==> src/hdl/cpu_exec_pkg.sv <==
//####################
// shared definitions for the execution core
// operation, size, ALU and bank-pointer enums
// command, register control and flag structs
// register-code and dump address constants
//####################
package cpu_exec_pkg;

    typedef enum logic [3:0] {
        OP_MOV,
        OP_LDI,
        OP_ADD,
        OP_SUB,
        OP_AND,
        OP_XOR,
        OP_EX,
        OP_STEP_INC,
        OP_STEP_DEC,
        OP_SP_ADD,
        OP_SP_SUB,
        OP_BANK_INC,
        OP_BANK_DEC,
        OP_BANK_SET
    } exec_op_e;

    typedef enum logic [1:0] {
        SZ_BYTE,
        SZ_WORD,
        SZ_LONG
    } op_size_e;

    typedef enum logic [2:0] {
        ALU_PASS_B,
        ALU_ADD,
        ALU_SUB,
        ALU_AND,
        ALU_XOR
    } alu_op_e;

    typedef enum logic [1:0] {
        BNK_NONE,
        BNK_INC,
        BNK_DEC,
        BNK_SET
    } bank_op_e;

    typedef struct packed {
        exec_op_e    op;
        op_size_e    size;
        logic [7:0]  src;
        logic [7:0]  dst;
        logic [31:0] imm;
    } exec_cmd_t;

    typedef struct packed {
        logic        wr_en;
        op_size_e    size;
        logic        ex_en;
        logic        step_inc;
        logic        step_dec;
        logic        sp_add;
        logic        sp_sub;
        logic [15:0] sp_amt;
        bank_op_e    bank_op;
        logic [1:0]  bank_imm;
    } reg_ctl_t;

    typedef struct packed {
        logic zero;
        logic carry;
    } flags_t;

    // upper nibble of a register code
    localparam logic [3:0] CUR_BANK  = 4'he;
    localparam logic [3:0] PREV_BANK = 4'hd;
    localparam logic [3:0] PTR_SPACE = 4'hf;

    // unmapped code, reads as zero
    localparam logic [7:0] NULL_CODE = 8'h40;

    // 64 bank bytes then XIX, XIY, XIZ, XSP
    localparam int         REG_BYTES = 80;
    localparam logic [6:0] XSP_IDX   = 7'd76;
    localparam logic [31:0] XSP_RESET = 32'h100;

    localparam logic [7:0] DMP_SR_HI = 8'h50;
    localparam logic [7:0] DMP_SR_LO = 8'h51;

    // bytes moved by one operand, also the step amount
    function automatic logic [2:0] size_bytes(input op_size_e sz);
        case (sz)
            SZ_BYTE: size_bytes = 3'd1;
            SZ_WORD: size_bytes = 3'd2;
            default: size_bytes = 3'd4;
        endcase
    endfunction

endpackage

==> src/hdl/exec_ctrl.sv <==
//####################
// command capture and decode
// register-file controls, flag register
// busy, done and status word
//####################
`timescale 1ns/1ps

module exec_ctrl import cpu_exec_pkg::*; (
    input  logic        clk,
    input  logic        rst,
    input  logic        cmd_valid,
    input  exec_cmd_t   cmd,
    output logic        busy,
    output logic        done,
    output alu_op_e     alu_op,
    output op_size_e    size,
    output logic [7:0]  src_code,
    output logic [7:0]  dst_code,
    output logic [31:0] imm,
    output reg_ctl_t    ctl,
    input  flags_t      alu_flags,
    output flags_t      flags,
    output logic [15:0] sr
);

    exec_cmd_t cmd_q;
    logic      accept;
    logic      flag_we;

    assign accept = cmd_valid && !busy;

    always_ff @(posedge clk) begin
        if (accept) begin
            cmd_q <= cmd;
        end
    end

    always_ff @(posedge clk or posedge rst) begin
        if (rst) begin
            busy  <= 1'b0;
            flags <= '0;
        end else begin
            busy <= accept;
            if (flag_we) begin
                flags <= alu_flags;
            end
        end
    end

    // execute lasts one cycle, so done matches busy
    assign done = busy;

    always_comb begin
        ctl      = '0;
        alu_op   = ALU_PASS_B;
        src_code = cmd_q.src;
        imm      = 32'd0;
        flag_we  = 1'b0;
        if (busy) begin
            ctl.size = cmd_q.size;
            case (cmd_q.op)
                OP_MOV: ctl.wr_en = 1'b1;
                OP_LDI: begin
                    // source reads zero, immediate carries the value
                    ctl.wr_en = 1'b1;
                    src_code  = NULL_CODE;
                    imm       = cmd_q.imm;
                end
                OP_ADD: begin
                    ctl.wr_en = 1'b1;
                    alu_op    = ALU_ADD;
                    flag_we   = 1'b1;
                end
                OP_SUB: begin
                    ctl.wr_en = 1'b1;
                    alu_op    = ALU_SUB;
                    flag_we   = 1'b1;
                end
                OP_AND: begin
                    ctl.wr_en = 1'b1;
                    alu_op    = ALU_AND;
                    flag_we   = 1'b1;
                end
                OP_XOR: begin
                    ctl.wr_en = 1'b1;
                    alu_op    = ALU_XOR;
                    flag_we   = 1'b1;
                end
                OP_EX: begin
                    ctl.wr_en = 1'b1;
                    ctl.ex_en = 1'b1;
                end
                OP_STEP_INC: ctl.step_inc = 1'b1;
                OP_STEP_DEC: ctl.step_dec = 1'b1;
                OP_SP_ADD: begin
                    ctl.sp_add = 1'b1;
                    ctl.sp_amt = cmd_q.imm[15:0];
                end
                OP_SP_SUB: begin
                    ctl.sp_sub = 1'b1;
                    ctl.sp_amt = cmd_q.imm[15:0];
                end
                OP_BANK_INC: ctl.bank_op = BNK_INC;
                OP_BANK_DEC: ctl.bank_op = BNK_DEC;
                OP_BANK_SET: begin
                    ctl.bank_op  = BNK_SET;
                    ctl.bank_imm = cmd_q.imm[1:0];
                end
                default: ctl.wr_en = 1'b0;
            endcase
        end
    end

    assign size     = ctl.size;
    assign dst_code = cmd_q.dst;

    // carry in bit 0, zero in bit 6
    assign sr = {9'd0, flags.zero, 5'd0, flags.carry};

endmodule

==> config.mk <==
export PLATFORM = sky130hd
export DESIGN_NAME = exec_ctrl
export DESIGN_NICKNAME = d
export VERILOG_FILES = /design/src/hdl/cpu_exec_pkg.sv /design/src/hdl/exec_ctrl.sv
export SDC_FILE = /design/constraint.sdc
export NUM_CORES = 1
export LEC_CHECK = 0
export ABC_AREA = 1
export CORE_ASPECT_RATIO = 0.7
export CORE_UTILIZATION = 60
export DETAILED_ROUTE_END_ITERATION = 8
export DONT_BUFFER_PORTS = 1
export HOLD_SLACK_MARGIN = 0.12
export PLACE_DENSITY = 0.87
export SETUP_SLACK_MARGIN = 0.4
export SLEW_MARGIN = 5
export SYNTH_ARGS = -nofsm -noshare
export SYNTH_HDL_FRONTEND = slang
export SYNTH_SLANG_ARGS = --single-unit
export TNS_END_PERCENT = 50
==> constraint.sdc <==
create_clock -name clk -period 5.4 [get_ports clk]
set_input_delay 0.54 -clock clk [delete_from_list [all_inputs] [get_ports clk]]
set_output_delay 0.54 -clock clk [all_outputs]
set_load 0.05 [all_outputs]
==> impl_metrics.json <==
{
  "status": "complete, no violations",
  "antenna_found_initial": 0,
  "final_nets": 299,
  "grt_pass1_vias": 1326,
  "syn_to_final_growth_pct": 5.088,
  "grt_remaining_overflow": 0,
  "post-place-ws_ns": 2.626,
  "finalSetupViolCount": 0,
  "path_class": "register to output port",
  "worst_slew_pin_slew_ns": 1.081,
  "hold_class": "input pin to register",
  "swShare_pct": 29.36,
  "fin_crit_sh_pct": 57.48,
  "hold_ws_ns": 0.3074,
  "synth_warnings": 0,
  "final_max_slew_viol_count": 0,
  "drc_errors": 0,
  "cts_tree": "yes",
  "grt.met3_usage_pct": 13.17,
  "critPathMaxFanout": 33,
  "cts.path.max_buffers": 2,
  "crit_required_ns": 4.86,
  "use_met1_pct": 17.16,
  "pwr-share-seq_pct": 54.9,
  "cellPowerDensity_nw_per_um2": 387.9,
  "layoutNonFillerInstCount": 296,
  "io_pins": 160,
  "power_mw": 1.042,
  "first_iter_violations": 58,
  "mappedNetlistArea_sq_um": 2557,
  "ant_nets": 0,
  "drt-total-wl_um": 4433,
  "post_cts.repair.setup_buffers": 0,
  "cts_buffers": 9,
  "num_vias": 1479,
  "synth_area_per_cell_sq_um": 10.61,
  "grtUsageMet2_pct": 33.58,
  "drive_gt1_share_pct": 12.30,
  "synth_seq_cells": 57,
  "path_clk_slew_ns": 0.06,
  "rsz0062_at_grt": "no",
  "insertion_delay_ns": 0.32,
  "max_freq_ghz": 0.3222,
  "fin_worst_skew_ns": 0.004585,
  "total_leakage_power_nw": 1.239,
  "layout_setup_ws_ns": 2.296,
  "cts_sinks": 57,
  "place_inst": 280,
  "worstSetupStartpointType": "register",
  "fin_area_sq_um": 2688,
  "busiest_layer": "met2",
  "arrival_ns": 2.56,
  "cts_root_buffer": "clkbuf_8",
  "min_path_cells": 0,
  "grt_max_degree": 35,
  "fin_tns_setup_ns": 0,
  "coreArea_sq_um": 3994,
  "synth-seq-area-share_pct": 66.34,
  "diodes": 0,
  "clkPwrFrac_pct": 34.7,
  "dr.pass1.iters": 4,
  "nFillCells": 307,
  "grtUsageTotal_pct": 19.45,
  "h-tree-depth": 3,
  "routabilityCongestion": 0.7658,
  "wl_per_cell_um": 14.98,
  "grt_first_pass_wirelength_um": 6051,
  "die_w_um": 80.04,
  "portBuffers": 0,
  "placed_area_sq_um": 2494,
  "worstRegToRegCells": 3,
  "rows": 19,
  "p_int_uw": 736.4,
  "slew_headroom_pct": 28.17,
  "netlist_instances": 241,
  "die_y_um": 56.63,
  "hpwl_um": 3275,
  "cap_violations": 0,
  "ir_drop_mv": 0.2723,
  "die_area_sq_um": 4532,
  "p_switching_uw": 306.1,
  "period_needed_ns": 3.104,
  "p_comb_share_pct": 10.4,
  "netlist-cell-type-count": 22,
  "fin_util_pct": 67.29,
  "start_util_pct": 64.04,
  "via_per_inst": 4.997,
  "hold_viol": 0,
  "endpoint_kind": "output port"
}
-- registers in the layout, indices dropped and copies added (netlist names) --
register / flops
flags: 2
dst_code: 8
busy: 1
cmd_q: 46
-- power groups by stage --
stage | Clock [mW] | Sequential, mW | Combinational, mW
CTS | 0.372 | 0.573 | 0.109
finish | 0.362 | 0.572 | 0.108
detailed placement | 0 | 0.582 | 0.108
global route | 0.392 | 0.575 | 0.115
global placement | 0 | 0.581 | 0.107
floorplan | 0 | 0.554 | 0.144
-- layout by cell type, fill, tap and decap left out, drive strengths merged --
cell / synthesis / layout
or2: 1 / 1
nand3b: 1 / 1
bufinv: 0 / 1
nor3: 3 / 3
nand2: 16 / 16
nor2: 66 / 66
o21ai: 1 / 1
dfrtp: 3 / 3
nand4: 1 / 1
clkbuf: 0 / 9
buf: 32 / 6
nand3: 4 / 4
o211ai: 1 / 1
nor4: 1 / 1
edfxtp: 54 / 54
dlygate4sd3: 0 / 1
clkinvlp: 0 / 1
a21oi: 1 / 1
conb: 1 / 14
clkinv: 0 / 4
inv: 55 / 55
-- Yosys cell counts --
master	n	share of area [%]
nor4_1	1	0.24
o211ai_1	1	0.29
nor3_1	3	0.59
nand3_1	2	0.39
buf_6	1	0.44
nand3b_4	1	0.78
conb_1	1	0.15
inv_1	52	7.6
buf_2	3	0.59
nand4_1	1	0.24
nand2_1	15	2.2
or2_1	1	0.24
o21ai_0	1	0.20
edfxtp_1	54	63
buf_4	28	8.2
nor2_2	1	0.24
nand2_2	1	0.24
a21oi_1	1	0.20
dfrtp_1	3	2.9
inv_2	3	0.44
nor2_1	65	9.5
nand3_2	2	0.78
-- worst paths after layout --
path / from / end / slack, ns
min reg2reg: cmd_q[52]$_DFFE_PP_ / flags[1]$_DFFE_PP0P_ / 0.84
max reg2reg: busy$_DFF_PP0_ / cmd_q[31]$_DFFE_PP_ / 3.37
min in group asynchronous: rst / flags[0]$_DFFE_PP0P_ / 0.52
max: cmd_q[51]$_DFFE_PP_ / imm[31] / 2.30
max in group asynchronous: rst / busy$_DFF_PP0_ / 4.75
min: cmd[22] / cmd_q[22]$_DFFE_PP_ / 0.31
-- layout make-up --
| class | count | area (sq um) | area share, % |
|---|---|---|---|
| flip-flops and latches | 57 | 1697 | 63.13 |
| multi-input cells | 110 | 480.5 | 17.88 |
| inverters | 55 | 206.4 | 7.682 |
| clock buffers | 9 | 123.9 | 4.609 |
| well taps | 52 | 65.06 | 2.421 |
| clock inverters | 6 | 60.06 | 2.235 |
| repair buffers | 7 | 55.05 | 2.048 |
-- critical path, cell delays in order (launching register included) --
cell and delay (ns):
edfxtp_1 0.51, nor2_2 0.23, nand3_2 0.56, nor2_1 0.94
-- cell families (layout without fill, tap and decap cells) --
group                  count (synthesis)  count (layout)  share of synthesized area, %
buffers and inverters                 87              77                         17.32
flip-flops                            57              57                         66.34
AO/OA/AOI/OAI                          3               3                        0.6847
AND/OR/NAND/NOR                       93              93                         15.51
other                                  1              14                        0.1466
-- what timing repair did --
item / 4_1_cts / 5_1_grt
hold buffers: 1 / 0
gates resized for setup: 0 / 0
hold endpoints to repair: 3 / 0
-- routing by layer --
| layer | share of wire [%] | wire length (um) |
|---|---|---|
| met5 | 0 | 0 |
| met4 | 2.1 | 94 |
| met3 | 12 | 546 |
| met2 | 51 | 2245 |
| met1 | 35 | 1546 |
(Power assumes the default switching activity.)
