## src/hdl/cpu_exec_pkg.sv

```systemverilog
//####################
// shared definitions for the execution core
// operation, size, ALU and bank-pointer enums
// command, register control and flag structs
// register-code and dump address constants
//####################
package cpu_exec_pkg;

    typedef enum logic [3:0] {
        OP_MOV,
        OP_LDI,
        OP_ADD,
        OP_SUB,
        OP_AND,
        OP_XOR,
        OP_EX,
        OP_STEP_INC,
        OP_STEP_DEC,
        OP_SP_ADD,
        OP_SP_SUB,
        OP_BANK_INC,
        OP_BANK_DEC,
        OP_BANK_SET
    } exec_op_e;

    typedef enum logic [1:0] {
        SZ_BYTE,
        SZ_WORD,
        SZ_LONG
    } op_size_e;

    typedef enum logic [2:0] {
        ALU_PASS_B,
        ALU_ADD,
        ALU_SUB,
        ALU_AND,
        ALU_XOR
    } alu_op_e;

    typedef enum logic [1:0] {
        BNK_NONE,
        BNK_INC,
        BNK_DEC,
        BNK_SET
    } bank_op_e;

    typedef struct packed {
        exec_op_e    op;
        op_size_e    size;
        logic [7:0]  src;
        logic [7:0]  dst;
        logic [31:0] imm;
    } exec_cmd_t;

    typedef struct packed {
        logic        wr_en;
        op_size_e    size;
        logic        ex_en;
        logic        step_inc;
        logic        step_dec;
        logic        sp_add;
        logic        sp_sub;
        logic [15:0] sp_amt;
        bank_op_e    bank_op;
        logic [1:0]  bank_imm;
    } reg_ctl_t;

    typedef struct packed {
        logic zero;
        logic carry;
    } flags_t;

    // upper nibble of a register code
    localparam logic [3:0] CUR_BANK  = 4'he;
    localparam logic [3:0] PREV_BANK = 4'hd;
    localparam logic [3:0] PTR_SPACE = 4'hf;

    // unmapped code, reads as zero
    localparam logic [7:0] NULL_CODE = 8'h40;

    // 64 bank bytes then XIX, XIY, XIZ, XSP
    localparam int         REG_BYTES = 80;
    localparam logic [6:0] XSP_IDX   = 7'd76;
    localparam logic [31:0] XSP_RESET = 32'h100;

    localparam logic [7:0] DMP_SR_HI = 8'h50;
    localparam logic [7:0] DMP_SR_LO = 8'h51;

    // bytes moved by one operand, also the step amount
    function automatic logic [2:0] size_bytes(input op_size_e sz);
        case (sz)
            SZ_BYTE: size_bytes = 3'd1;
            SZ_WORD: size_bytes = 3'd2;
            default: size_bytes = 3'd4;
        endcase
    endfunction

endpackage

```

## src/hdl/exec_alu.sv

```systemverilog
//####################
// sized ALU for the execution core
// pass, add, subtract, and, xor
// zero and carry at operand size
//####################
`timescale 1ns/1ps

module exec_alu import cpu_exec_pkg::*; (
    input  alu_op_e     alu_op,
    input  op_size_e    size,
    input  logic [31:0] a,
    input  logic [31:0] b,
    output logic [31:0] result,
    output flags_t      flags
);

    logic [31:0] mask;
    logic [31:0] am;
    logic [31:0] bm;
    logic [32:0] sum;
    logic [32:0] diff;
    logic        cy;

    // carry or borrow sits just above the top bit of the size
    function automatic logic size_carry(input logic [32:0] raw, input op_size_e sz);
        case (sz)
            SZ_BYTE: size_carry = raw[8];
            SZ_WORD: size_carry = raw[16];
            default: size_carry = raw[32];
        endcase
    endfunction

    always_comb begin
        case (size)
            SZ_BYTE: mask = 32'h0000_00ff;
            SZ_WORD: mask = 32'h0000_ffff;
            default: mask = 32'hffff_ffff;
        endcase
    end

    assign am   = a & mask;
    assign bm   = b & mask;
    assign sum  = {1'b0, am} + {1'b0, bm};
    // masked operands make the borrow propagate to the size boundary
    assign diff = {1'b0, am} - {1'b0, bm};

    always_comb begin
        result = bm;
        cy     = 1'b0;
        case (alu_op)
            ALU_ADD: begin
                result = sum[31:0] & mask;
                cy     = size_carry(sum, size);
            end
            ALU_SUB: begin
                result = diff[31:0] & mask;
                cy     = size_carry(diff, size);
            end
            ALU_AND: result = am & bm;
            ALU_XOR: result = am ^ bm;
            default: result = bm;
        endcase
    end

    assign flags = '{zero: (result == 32'd0), carry: cy};

endmodule

```

## config.mk

```make
export PLATFORM = sky130hd
export DESIGN_NAME = exec_alu
export DESIGN_NICKNAME = d
export VERILOG_FILES = /design/src/hdl/cpu_exec_pkg.sv /design/src/hdl/exec_alu.sv
export SDC_FILE = /design/constraint.sdc
export NUM_CORES = 1
export LEC_CHECK = 0
export BUFFER_PORTS_ARGS = -buffer_cell sky130_fd_sc_hd__buf_2
export CAP_MARGIN = 0
export CORE_ASPECT_RATIO = 0.5
export CORE_UTILIZATION = 50
export DETAILED_ROUTE_END_ITERATION = 8
export GPL_TIMING_DRIVEN = 0
export PLACE_DENSITY = 0.76
export SYNTH_ARGS = -nofsm -noshare
export SYNTH_HDL_FRONTEND = slang
export SYNTH_SLANG_ARGS = --single-unit
```

## constraint.sdc

```tcl
create_clock -name vclk -period 4.63
set_clock_uncertainty 0.15 [all_clocks]
set_input_delay 0.6945 -clock vclk [all_inputs]
set_output_delay 0.6945 -clock vclk [all_outputs]
set_load 0.02 [all_outputs]
```

==> results.yml, run 1 <==
outcome:
  run_status: "finished with violations"
  violations: "design-rule violations, negative setup slack"
critical_path:
  end_kind: "output pin"
  path_cells: "buf_8, or2_4, clkbuf_16, buf_4, nand2_1, ha_4, buf_8, nor2_4, nand2_2, a211oi_4, nor3_2, xnor2_1, a221o_1, nor3_1, nand3b_1, nor4_2, nand4b_1, and3b_2, buf_6"
  slowest_delay_ns: 0.43
  cp_slowest_cell: "a221o_1"
  crit_cells: 19
  critical_path.top_delay_family: "simple AND/OR/NAND/NOR gates"
  crit_buf_inv: 5
  cp_max_fo: 10
  crit_top_cell: "buf_8"
  crit_required_ns: 3.79
  endpoint: "flags[1]"
  crit_start: "size[1]"
  setup.worst_path.start_class: "primary input"
  worstPathArrival_ns: 4.49
  worstSetupPathType: "primary input to output pin"
layout:
  nClkBuffers: 0
  final_nets: 1190
  finish.cell_count_without_fillers: 1193
  seq_area_um2: 0
  diodes: 0
  multi_input_area_mm2: 0.006077
  final_cell_mix: "buf_2, a21oi_1, nand2_1"
  syn2layout_area_growth_pct: 49.54
  fill_cells: 750
  layout_commonest_cell: "buf_2"
  nFlopsAndLatches: 0
  drive_above_1_share_pct: 38.08
route:
  m1WireLength_um: 10210
  wire_per_inst_um: 23.58
  vias: 8495
  avgViaCountPerCell: 7.121
  drtIter0Drc: 1501
  dr_wl_met3_um: 4337
  ant_nets: 0
  dr.max_layer_used: "met5"
  wl_met2_um: 11670
  post-route-drc-count: 1
  wl_um: 28130
  drt-pass1-iter-count: 9
sta:
  grt_setup_unrepaired: "true"
  hold_violations: 0
  fmax_mhz: 187.3
  whs_ns: 1.736
  max_slew_margin_pct: 19.50
  fin_ws_ns: -0.7087
  period_minus_slack_ns: 5.339
  worstMarginPinSlew_ns: 1.199
  drv_slew: 0
  setup_viol: 14
  final.period_utilization_pct: 115.3
logic_synthesis:
  syn_area_mm2: 0.005485
  synth_top_cell_area_share_pct: 14.60
  synth_cell_types: 78
  syn_inst: 879
  syn_area_per_cell_um2: 6.240
  yosysWarningCount: 0
  yosys.area.top_type: "ha_1"
  synthTopCellsByArea: "ha_1, a21oi_1, nand2_1, o21ai_0, xnor2_1"
  ys_seq_area_share_pct: 0
  synth_fp_nets: 1014
global_route:
  grt_max_degree: 11
  grt_pass1_wl_um: 39130
  antenna_found_initial: 1
  grt-ovfl-total: 0
  track_usage_pct: 43.73
  first_global_vias: 7211
die:
  dieWidth_um: 150.1
  num_rows: 26
  core_area_mm2: 0.01044
  die_y_um: 76.07
  start_util_pct: 52.53
  ios: 103
  die-area_mm2: 0.01142
place:
  dp_cells: 1122
  place_ws_ns: -1.400
  hpwl_um: 19680
  port_buffers: 103
  globalplace.congestion: 1.024
worst_hold_path:
  min_path_type: "primary input to output pin"
pwr:
  p_leak_nw: 3.551
  power.density_mw_per_mm2: 159.3
  ir_drop_uv: 103.9
job:
  maxCapViolCount: 0
power by group:
part           total, mW  switching [mW]  internal [mW]
Clock                  0               0              0
Combinational       1.31           0.782          0.525
Sequential             0               0              0
Total               1.31           0.782          0.525
metrics by stage:
stage	instance area, um^2	util, %	power, mW	TNS [ns]
after detailed placement	6429	61.56	0.9212	-12.09
after CTS	7460	71.44	1.092	-1.648
after floorplan	5738	-	0.6503	-0.1048
after global routing	8203	78.55	1.352	-3.921
after global placement	6429	61.56	0.9117	-12.25
final	8203	78.55	1.306	-3.544
worst min-delay path by stage:
stage,to,depth (start not counted),from,slack [ns]
final,result[28],4,b[28],1.74
after floorplan,result[28],2,b[28],1.43
after global placement,result[17],4,b[17],1.70
after CTS,result[28],4,b[28],1.72
after global routing,result[28],4,b[28],1.74
after detailed placement,result[17],4,b[17],1.70
what timing repair did:
item | CTS | global route
hold buffers | 0 | 0
pin swaps | 59 | 80
buffers inserted | 40 | 31
hold endpoints to repair | 0 | 0
resized for setup | 153 | 113
cloned | 2 | 2
setup endpoints to repair | 19 | 15
synthesized netlist by cell type (16+ instances only):
| cell | count |
|---|---|
| xnor2_1 | 28 |
| and2_1 | 36 |
| a211oi_1 | 16 |
| buf_2 | 23 |
| nor2_1 | 64 |
| a21oi_1 | 116 |
| clkbuf_1 | 25 |
| ha_1 | 64 |
| inv_1 | 62 |
| nor3_1 | 22 |
| nand2_1 | 95 |
| nand3_1 | 17 |
| o21ai_0 | 61 |
| o211ai_1 | 16 |
layout make-up:
type / count / share of cell area, %
inverters: 64 / 3.218
repair buffers: 177 / 14.57
plain buffers: 57 / 5.995
well taps: 140 / 2.135
multi-input cells: 755 / 74.08
tightest hold or removal path, stage by stage:
cell     delay (ns)
buf_2          0.10
nand2_1        0.14
a21oi_2        0.09
buf_2          0.16
cells by family (layout without fill, tap and decap cells):
family,Yosys count,count (layout),synth area share [%]
AOI/OAI and AO/OA,338,338,39.44
xor gates and xnor gates,36,36,5.885
adders and majority gates,66,66,15.33
buffers and inverters,124,298,9.352
muxes,13,13,2.692
and+or+nand+nor,302,302,27.30
metal layers:
| metal | track usage (%) | up-vias |
|---|---|---|
| met5 | 0 | - |
| met4 | 17.37 | 2 |
| met3 | 12.16 | 223 |
| met2 | 68.01 | 809 |
| met1 | 56.63 | 3876 |
| li1 | - | 3585 |
Power figures use the tool's default switching activity.
==> run 2: changes to the inputs <==
RECOVER_POWER = 25   (was default)
==> run 2 against run 1 <==
Compared with the run above:
- final cell count is the same
- critical endpoint unchanged
- the flow finishes with violations (negative setup slack)
- global-route usage did not move
- highest routed layer unchanged
- largest cell class unchanged
- via count grew 0.21%
- worst setup slack lost 0.072 ns
- power is essentially flat
- flip-flop and latch count unchanged
- die area unchanged
- clock-buffer cell count stayed put
==> results.yml, run 2 (synthesized netlist as in run 1, its figures left out) <==
outcome:
  violations: "negative setup slack"
  run_status: "finished with violations"
die:
  num_rows: 26
  die_y_um: 76.07
  dieWidth_um: 150.1
  start_util_pct: 52.53
  core_area_mm2: 0.01044
  die-area_mm2: 0.01142
  ios: 103
critical_path:
  cp_max_fo: 10
  crit_buf_inv: 5
  path_cells: "buf_8, or2_4, clkbuf_16, buf_4, nand2_1, ha_4, buf_8, nor2_4, nand2_2, a211oi_4, nor3_2, xnor2_1, a221o_1, nor3_1, nand3b_1, nor4_2, nand4b_1, and3b_2, buf_6"
  crit_required_ns: 3.79
  slowest_delay_ns: 0.43
  worstPathArrival_ns: 4.57
  end_kind: "output pin"
  setup.worst_path.start_class: "primary input"
  cp_slowest_cell: "a221o_1"
  critical_path.top_delay_family: "simple AND/OR/NAND/NOR gates"
  worstSetupPathType: "primary input to output pin"
  crit_top_cell: "buf_8"
layout:
  drive_above_1_share_pct: 37.80
  multi_input_area_mm2: 0.006077
  fill_cells: 751
  diodes: 0
  seq_area_um2: 0
  nFlopsAndLatches: 0
  final_cell_mix: "buf_2, a21oi_1, nand2_1"
  final_cell_area_mm2: 0.008199
  utilization_pct: 78.52
  nClkBuffers: 0
  layout_commonest_cell: "buf_2"
  syn2layout_area_growth_pct: 49.48
  final_nets: 1190
global_route:
  track_usage_pct: 43.73
  first_global_vias: 7211
  grt-ovfl-total: 0
  grt_max_degree: 11
  grt_pass1_wl_um: 39130
  antenna_found_initial: 1
route:
  drt-pass1-iter-count: 7
  post-route-drc-count: 0
  wire_per_inst_um: 23.67
  drtIter0Drc: 1502
  wl_um: 28240
  ant_nets: 0
  avgViaCountPerCell: 7.136
  vias: 8513
sta:
  drv_slew: 0
  worstMarginPinSlew_ns: 1.171
  max_slew_margin_pct: 21.34
  fmax_mhz: 184.8
  fin_ws_ns: -0.7806
  whs_ns: 1.735
  grt_setup_unrepaired: "true"
  setup_viol: 14
  hold_violations: 0
  period_minus_slack_ns: 5.411
  fin_tns_setup_ns: -3.626
  final.period_utilization_pct: 116.9
place:
  hpwl_um: 19680
  place_area_mm2: 0.006429
  port_buffers: 103
  globalplace.congestion: 1.024
pwr:
  p_sw_share_pct: 59.91
  power_frac_clock_pct: 0
  p_switching_mw: 0.7832
  power.internal_mw: 0.5242
  p_comb_share_pct: 100.0
  power.density_mw_per_mm2: 159.5
  p_leak_nw: 3.543
  pwr-share-seq_pct: 0
  ir_drop_uv: 104.8
job:
  maxCapViolCount: 0
cts:
  holdBufCountCts: 0
worst_hold_path:
  min_path_type: "primary input to output pin"
==> run 2: cell types whose count changed in the layout (fill, tap and decap cells not counted) <==
| cell | before | now |
|---|---|---|
| clkbuf_1 | 14 | 17 |
| buf_2 | 104 | 101 |
==> run 2: metal layers <==
layer	global-route usage, %	routed length, um	up-vias
li1	-	-	3582
met1	56.63	10270	3898
met2	68.01	11810	807
met3	12.16	4330	224
met4	17.37	1814	2
met5	0	13	-
==> run 2: final timing paths <==
kind	cells past startpoint	slack (ns)	end	startpoint
max	19	-0.78	flags[1]	size[1]
min	4	1.73	result[28]	b[28]
==> run 2: power by group through the flow <==
| stage | logic, mW | registers (mW) | clock network [mW] |
|---|---|---|---|
| 2_1_floorplan | 0.650 | 0 | 0 |
| 3_3_place_gp | 0.912 | 0 | 0 |
| 3_5_place_dp | 0.921 | 0 | 0 |
| 4_1_cts | 1.09 | 0 | 0 |
| 5_1_grt | 1.35 | 0 | 0 |
| 6_report | 1.31 | 0 | 0 |
==> run 2: metrics by stage <==
stage,std cells,total power [mW],worst slack [ns]
after global routing,1193,1.351,-0.7112
after global placement,1122,0.9117,-1.432
after floorplan,879,0.6503,-0.1048
after detailed placement,1122,0.9212,-1.400
final,1193,1.307,-0.7806
after CTS,1161,1.092,-0.4960
==> run 2: area by class of cell <==
cell class / count / area share [%]
Inverter: 64 / 3.220
Tap cell: 140 / 2.136
Multi-Input combinational cell: 755 / 74.12
Timing Repair Buffer: 177 / 14.53
Buffer: 57 / 5.997
==> run 2: tightest hold or removal path, delay by kind of cell <==
family | cells | cell delay, ns
AO/OA/AOI/OAI | 1 | 0.09
AND/OR/NAND/NOR | 1 | 0.14
buffers and inverters | 2 | 0.26
==> run 2: timing repair <==
| item | 4_1_cts | 5_1_grt |
|---|---|---|
| setup buffers | 40 | 31 |
| pin swaps | 59 | 80 |
| cloned | 2 | 2 |
| endpoints found under the hold margin | 0 | 0 |
| gates resized for setup | 153 | 113 |
| endpoints found under the setup margin | 19 | 15 |
